==> src/logic/fpu_pkg.sv <==
package fpu_pkg;

  // single precision format widths
  localparam int frac_w = 23;
  localparam int sig_w  = 24;

  // exponent encodings
  localparam int exp_bias     = 127;
  localparam int exp_all_ones = 255;

  // one IEEE-754 single precision word
  typedef struct packed {
    logic              sign;
    logic [7:0]        exp;
    logic [frac_w-1:0] frac;
  } float32_t;

  // canonical quiet NaN, positive sign
  localparam float32_t qnan_canon = 32'h7fc0_0000;

  // operand class flags
  // finite nonzero values have all three low
  typedef struct packed {
    logic is_zero;
    logic is_inf;
    logic is_nan;
  } op_class_t;

  // one unpacked operand
  typedef struct packed {
    logic             sign;
    op_class_t        cls;
    // biased exponent, forced to 1 for denormals
    logic [8:0]       exp_eff;
    // significand including the hidden bit
    logic [sig_w-1:0] sig;
    // raw word, needed for NaN pass-through
    float32_t         raw;
  } operand_t;

  // stage 2 register contents
  typedef struct packed {
    logic               sign;
    // biased result exponent when the product's leading one sits at bit 46
    logic signed [9:0]  exp_sum;
    logic [2*sig_w-1:0] prod;
    // special result overrides the normalized product
    logic               special;
    float32_t           special_val;
  } prod_t;

endpackage

==> src/logic/fmul.sv <==
`timescale 1ns/1ps
`default_nettype none

module fmul (
  input  logic              clk,
  input  logic              rst_n,
  input  logic              in_valid,
  input  fpu_pkg::float32_t rs1,
  input  fpu_pkg::float32_t rs2,
  output logic              out_valid,
  output fpu_pkg::float32_t rd
);

  // stage 1, unpacked operands
  fpu_pkg::operand_t cls_a;
  fpu_pkg::operand_t cls_b;
  fpu_pkg::operand_t s1_a;
  fpu_pkg::operand_t s1_b;
  logic              s1_valid;

  // stage 2, raw product and special decision
  logic              special;
  fpu_pkg::float32_t special_val;
  fpu_pkg::prod_t    s2_next;
  fpu_pkg::prod_t    s2;
  logic              s2_valid;

  // stage 3, normalized result
  fpu_pkg::float32_t norm_res;

  fmul_classify classify_a_i (
    .in (rs1),
    .op (cls_a)
  );

  fmul_classify classify_b_i (
    .in (rs2),
    .op (cls_b)
  );

  // valid pipeline
  always_ff @(posedge clk or negedge rst_n) begin
    if (!rst_n) begin
      s1_valid  <= 1'b0;
      s2_valid  <= 1'b0;
      out_valid <= 1'b0;
    end else begin
      s1_valid  <= in_valid;
      s2_valid  <= s1_valid;
      out_valid <= s2_valid;
    end
  end

  always_ff @(posedge clk) begin
    if (in_valid) begin
      s1_a <= cls_a;
      s1_b <= cls_b;
    end
  end

  fmul_special special_i (
    .a           (s1_a),
    .b           (s1_b),
    .special     (special),
    .special_val (special_val)
  );

  // 24x24 significand multiply, exponent sum with bias removed once
  always_comb begin
    s2_next.sign        = s1_a.sign ^ s1_b.sign;
    s2_next.exp_sum     = 10'({1'b0, s1_a.exp_eff} + {1'b0, s1_b.exp_eff})
                          - 10'(fpu_pkg::exp_bias);
    s2_next.prod        = s1_a.sig * s1_b.sig;
    s2_next.special     = special;
    s2_next.special_val = special_val;
  end

  always_ff @(posedge clk) begin
    if (s1_valid) begin
      s2 <= s2_next;
    end
  end

  fmul_normalize normalize_i (
    .sign    (s2.sign),
    .exp_sum (s2.exp_sum),
    .prod    (s2.prod),
    .res     (norm_res)
  );

  // rd holds between results
  always_ff @(posedge clk) begin
    if (s2_valid) begin
      rd <= s2.special ? s2.special_val : norm_res;
    end
  end

endmodule

`default_nettype wire

==> src/logic/fmul_classify.sv <==
`timescale 1ns/1ps
`default_nettype none

module fmul_classify (
  input  fpu_pkg::float32_t in,
  output fpu_pkg::operand_t op
);

  logic exp_zero;
  logic exp_ones;
  logic frac_zero;

  logic [8:0]                 exp_eff;
  logic [fpu_pkg::sig_w-1:0]  sig;
  fpu_pkg::op_class_t         cls;

  // exponent field extremes
  assign exp_zero  = (in.exp == 8'd0);
  assign exp_ones  = (in.exp == 8'(fpu_pkg::exp_all_ones));
  assign frac_zero = (in.frac == '0);

  // class flags
  always_comb begin
    cls.is_zero = exp_zero && frac_zero;
    cls.is_inf  = exp_ones && frac_zero;
    cls.is_nan  = exp_ones && !frac_zero;
  end

  // denormals use exponent 1 with no hidden bit
  always_comb begin
    if (exp_zero) begin
      exp_eff = 9'd1;
      sig     = {1'b0, in.frac};
    end else begin
      exp_eff = {1'b0, in.exp};
      sig     = {1'b1, in.frac};
    end
  end

  always_comb begin
    op.sign    = in.sign;
    op.cls     = cls;
    op.exp_eff = exp_eff;
    op.sig     = sig;
    op.raw     = in;
  end

endmodule

`default_nettype wire

==> src/logic/fmul_normalize.sv <==
`timescale 1ns/1ps
`default_nettype none

module fmul_normalize (
  input  logic                          sign,
  input  logic signed [9:0]             exp_sum,
  input  logic [2*fpu_pkg::sig_w-1:0]   prod,
  output fpu_pkg::float32_t             res
);

  // leading one position of the product
  logic [5:0]          lead;
  logic                nonzero;

  // biased exponent after normalizing
  logic signed [10:0]  exp_norm;
  logic                denorm;
  logic                overflow;

  // signed shift, positive is a left shift
  logic signed [10:0]  lshift;
  logic signed [10:0]  rshift;
  logic [47:0]         aligned;

  // priority encoder, highest set bit wins
  always_comb begin
    lead    = 6'd0;
    nonzero = 1'b0;
    for (int i = 0; i < 2 * fpu_pkg::sig_w; i++) begin
      if (prod[i]) begin
        lead    = 6'(i);
        nonzero = 1'b1;
      end
    end
  end

  // exp_sum is the exponent for a leading one at bit 46
  assign exp_norm = exp_sum + $signed({5'b0, lead}) - 11'sd46;

  assign denorm   = (exp_norm < 11'sd1);
  assign overflow = (exp_norm >= 11'(fpu_pkg::exp_all_ones));

  // normal: leading one to bit 46
  // denormal: align so bit 46 carries weight 2^-126
  always_comb begin
    if (denorm) begin
      lshift = exp_sum - 11'sd1;
    end else begin
      lshift = 11'sd46 - $signed({5'b0, lead});
    end
    rshift = -lshift;
  end

  always_comb begin
    if (lshift >= 11'sd0) begin
      aligned = prod << lshift[5:0];
    end else if (rshift > 11'sd47) begin
      // everything shifted out, flush to zero
      aligned = '0;
    end else begin
      // low bits dropped, i.e. truncation
      aligned = prod >> rshift[5:0];
    end
  end

  // result assembly
  always_comb begin
    res.sign = sign;
    if (overflow) begin
      res.exp  = 8'(fpu_pkg::exp_all_ones);
      res.frac = '0;
    end else if (!nonzero) begin
      res.exp  = 8'd0;
      res.frac = '0;
    end else if (denorm) begin
      res.exp  = 8'd0;
      res.frac = aligned[45:23];
    end else begin
      res.exp  = exp_norm[7:0];
      res.frac = aligned[45:23];
    end
  end

endmodule

`default_nettype wire

==> src/logic/fmul_special.sv <==
`timescale 1ns/1ps
`default_nettype none

module fmul_special (
  input  fpu_pkg::operand_t a,
  input  fpu_pkg::operand_t b,
  output logic              special,
  output fpu_pkg::float32_t special_val
);

  logic sign_xor;
  logic inf_times_zero;
  logic any_inf;
  logic any_zero;

  assign sign_xor = a.sign ^ b.sign;

  // invalid operation, either order
  assign inf_times_zero = (a.cls.is_inf && b.cls.is_zero) ||
                          (a.cls.is_zero && b.cls.is_inf);

  assign any_inf  = a.cls.is_inf || b.cls.is_inf;
  assign any_zero = a.cls.is_zero || b.cls.is_zero;

  // priority: rs1 NaN, rs2 NaN, inf*0, inf, zero
  always_comb begin
    special     = 1'b1;
    special_val = '0;
    if (a.cls.is_nan) begin
      // quiet bit forced, payload and sign kept
      special_val.sign = a.sign;
      special_val.exp  = 8'(fpu_pkg::exp_all_ones);
      special_val.frac = {1'b1, a.raw.frac[fpu_pkg::frac_w-2:0]};
    end else if (b.cls.is_nan) begin
      special_val.sign = b.sign;
      special_val.exp  = 8'(fpu_pkg::exp_all_ones);
      special_val.frac = {1'b1, b.raw.frac[fpu_pkg::frac_w-2:0]};
    end else if (inf_times_zero) begin
      special_val = fpu_pkg::qnan_canon;
    end else if (any_inf) begin
      special_val.sign = sign_xor;
      special_val.exp  = 8'(fpu_pkg::exp_all_ones);
      special_val.frac = '0;
    end else if (any_zero) begin
      special_val.sign = sign_xor;
      special_val.exp  = 8'd0;
      special_val.frac = '0;
    end else begin
      // both finite and nonzero, take the normal path
      special     = 1'b0;
      special_val = '0;
    end
  end

endmodule

`default_nettype wire

==> config.mk <==
export PLATFORM = sky130hd
export DESIGN_NAME = fmul
export DESIGN_NICKNAME = d
export VERILOG_FILES = /design/src/logic/fpu_pkg.sv /design/src/logic/fmul.sv /design/src/logic/fmul_classify.sv /design/src/logic/fmul_normalize.sv /design/src/logic/fmul_special.sv
export SDC_FILE = /design/constraint.sdc
export NUM_CORES = 2
export LEC_CHECK = 0
export ABC_AREA = 1
export BUFFER_PORTS_ARGS = -buffer_cell sky130_fd_sc_hd__buf_2
export CAP_MARGIN = 20
export CORE_UTILIZATION = 35
export CTS_BUF_LIST = sky130_fd_sc_hd__clkbuf_16
export DETAILED_ROUTE_END_ITERATION = 7
export PLACE_DENSITY_LB_ADDON = 0.1
export SLEW_MARGIN = 25
export SYNTH_ARGS = -nofsm -noshare
export SYNTH_HDL_FRONTEND = slang
export SYNTH_SLANG_ARGS = --single-unit
==> constraint.sdc <==
create_clock -name clk -period 8.3 [get_ports clk]
set_input_delay 0.415 -clock clk [delete_from_list [all_inputs] [get_ports clk]]
set_output_delay 0.415 -clock clk [all_outputs]
set_load 0.01 [all_outputs]
==> results.yml <==
floorplan:
  fp.dieW_um: 301
  die_area_um2: 90400
  die_h_um: 301
  num_rows: 109
  ioPinCount: 100
  initial_core_util_pct: 35.3
  core_um2: 88400
placed_design:
  dpl.hpwl_mm: 82.6
  io_buffers: 99
  placed_area_um2: 33100
  place_congestion: 0.894
  preCtsSetupSlack_ns: -0.0206
yosys:
  synth.top_cell.area_share_pct: 31.0
  syn_area_um2: 31200
  synth.largest_area_cell: "fa_1"
  synth_seq_cells: 192
  synth_warnings: 0
  synth_common_cells: "nand2_1, inv_1, fa_1, nand3_1, ha_1"
  synth_cells: 3992
  async_flop_share_pct: 1.56
  synth_flop_cell: "edfxtp_1"
  yosysMostFrequentCell: "nand2_1"
  seq_area_frac_synth_pct: 18.4
  synthDistinctLibCells: 49
  syn_nets: 4754
  synth-edff-count: 189
  syn-mean-instance-area_um2: 7.83
  ys_top_cells_by_area: "fa_1, edfxtp_1, nand2_1"
route:
  wl_per_cell_um: 19.5
  num_vias: 25200
  drc: 0
  routed_wl_mm: 101
  drt_first_iter_violations: 1783
  routed_via_density: 4.86
  ant_nets: 0
  drtPass1Iterations: 5
timing:
  fin_crit_sh_pct: 94.7
  hold_viol_final: 0
  fin_tns_setup_ns: 0
  setup_viol: 0
  max_slew.worst_pin.slew_ns: 0.910
  fmax_mhz: 127
  fin_ws_ns: 0.443
  maxSlewHeadroom_pct: 39.4
  finalCriticalPeriod_ns: 7.86
  final.setup_skew_ns: 0.0279
  report.final.slew_viol_count: 0
grt:
  grt_pass1_wl_mm: 157
  grt_overflow: 0
  globalRouteTotalUtil_pct: 23.1
  grt_pass1_vias: 25300
  grt_max_degree: 81
  grt_antenna_before_repair: 3
final_layout:
  stdcell_area_um2: 34000
  fin_util_pct: 38.5
  fin_nets: 4770
  drive_gt1_share_pct: 7.91
  synthToLayoutAreaGrowth_pct: 8.89
clock_tree:
  insertion_delay_ns: 0.54
  htreeDepth: 4
  cts_buffer_depth: 2
  root_buffer: "clkbuf_16"
  numCtsBuffers: 17
  cts_tree: "yes"
  clk_pin_slew_ns: 0.10
  cts_sinks: 192
setup_path:
  r2r_setup_slack_ns: 0.44
  cp.arrival_ns: 8.13
  slowest_delay_ns: 0.55
  start_kind: "flop"
  required_ns: 8.57
  crit_path_end_kind: "flop"
  crit_slowest_cell: "fa_1"
  critPathMaxFanout: 7
  criticalPathCategory: "reg2reg"
hold_path:
  holdCritPathClass: "in2reg"
status:
  outcome: "finished clean"
run:
  maxCapViolCount: 0
## critical path, delay by kind of cell, from the launching register on
family / cells / cell delay (ns)
buf+inv: 7 / 0.52
xor+xnor: 1 / 0.12
simple gates: 10 / 1.00
compound gates: 14 / 2.02
flops: 1 / 0.53
fa+ha+maj: 8 / 3.43
## per-stage QoR
stage          std cells  hold slack (ns)
6_report            5187           0.0561
5_1_grt             5186           0.0312
4_1_cts             5163          0.00970
3_5_place_dp        5127            0.210
3_3_place_gp        5127            0.214
2_1_floorplan       3992            0.119
## worst paths after layout
kind                       cells past startpoint     start        to
hold / removal                                 1   rs2[20]  s1_b[52]
hold reg to reg                                2     s2[5]     rd[5]
max in group asynchronous                      2     rst_n  s1_valid
setup reg to reg                              40  s1_b[34]    s2[79]
setup / recovery                              40  s1_b[34]    s2[79]
min in group asynchronous                      2     rst_n  s1_valid
## timing repair
action,in CTS,in global routing
hold endpoints to repair,3,0
resized for setup,0,34
setup buffers,3,22
pin swaps,0,14
endpoints found under the setup margin,1,29
cloned,0,1
hold buffers,1,0
## sequential cells by signal, indices dropped and copies added (netlist names)
signal,flops
out_valid,1
rd,32
s1_a,36
s1_b,36
s1_valid,1
s2,85
s2_valid,1
## cell type report
type,instances,area [um^2]
multi-input cells,2708,21400
fillers,9410,54400
well taps,1165,1460
diodes,1,2.50
clock inverters,15,188
clock buffers,17,425
inverters,863,3260
flip-flops and latches,192,5750
repair buffers,226,1510
## per-layer routing
layer / part of all wire [%] / wire, um / vias to the layer above / GRT usage [%]
li1: - / - / 12100 / -
met1: 49 / 50000 / 12500 / 34.6
met2: 45 / 45200 / 583 / 35.9
met3: 4.2 / 4210 / 59 / 2.14
met4: 1.6 / 1650 / 0 / 4.99
met5: 0 / 0 / - / 0
## cells by family (layout without fill, tap and decap cells)
kind of cell	Yosys count	in the layout	share of synthesized area (%)
AO/OA/AOI/OAI	230	230	4.09
XOR/XNOR	73	73	2.11
adder cells (fa/ha/maj)	695	695	39.5
buffers and inverters	1093	1121	13.4
flip-flops	192	192	18.4
other	0	1	0
AND/OR/NAND/NOR	1709	1710	22.5
## layout by cell type (no fill, tap or decap), drive strengths merged, types with 6 or more instances in the layout
master  instances
a21oi         114
a31oi          14
buf           225
clkbuf         17
clkinv         13
edfxtp        189
fa            484
ha            211
inv           863
nand2        1200
nand3         350
nand4          13
nor2          111
nor3            8
nor4           20
o211ai          6
o21ai          72
o21bai         10
xnor2          11
xor2           62
Power is not shown: default switching activity piles up to over one toggle a cycle in this logic, so the estimate is an artifact.
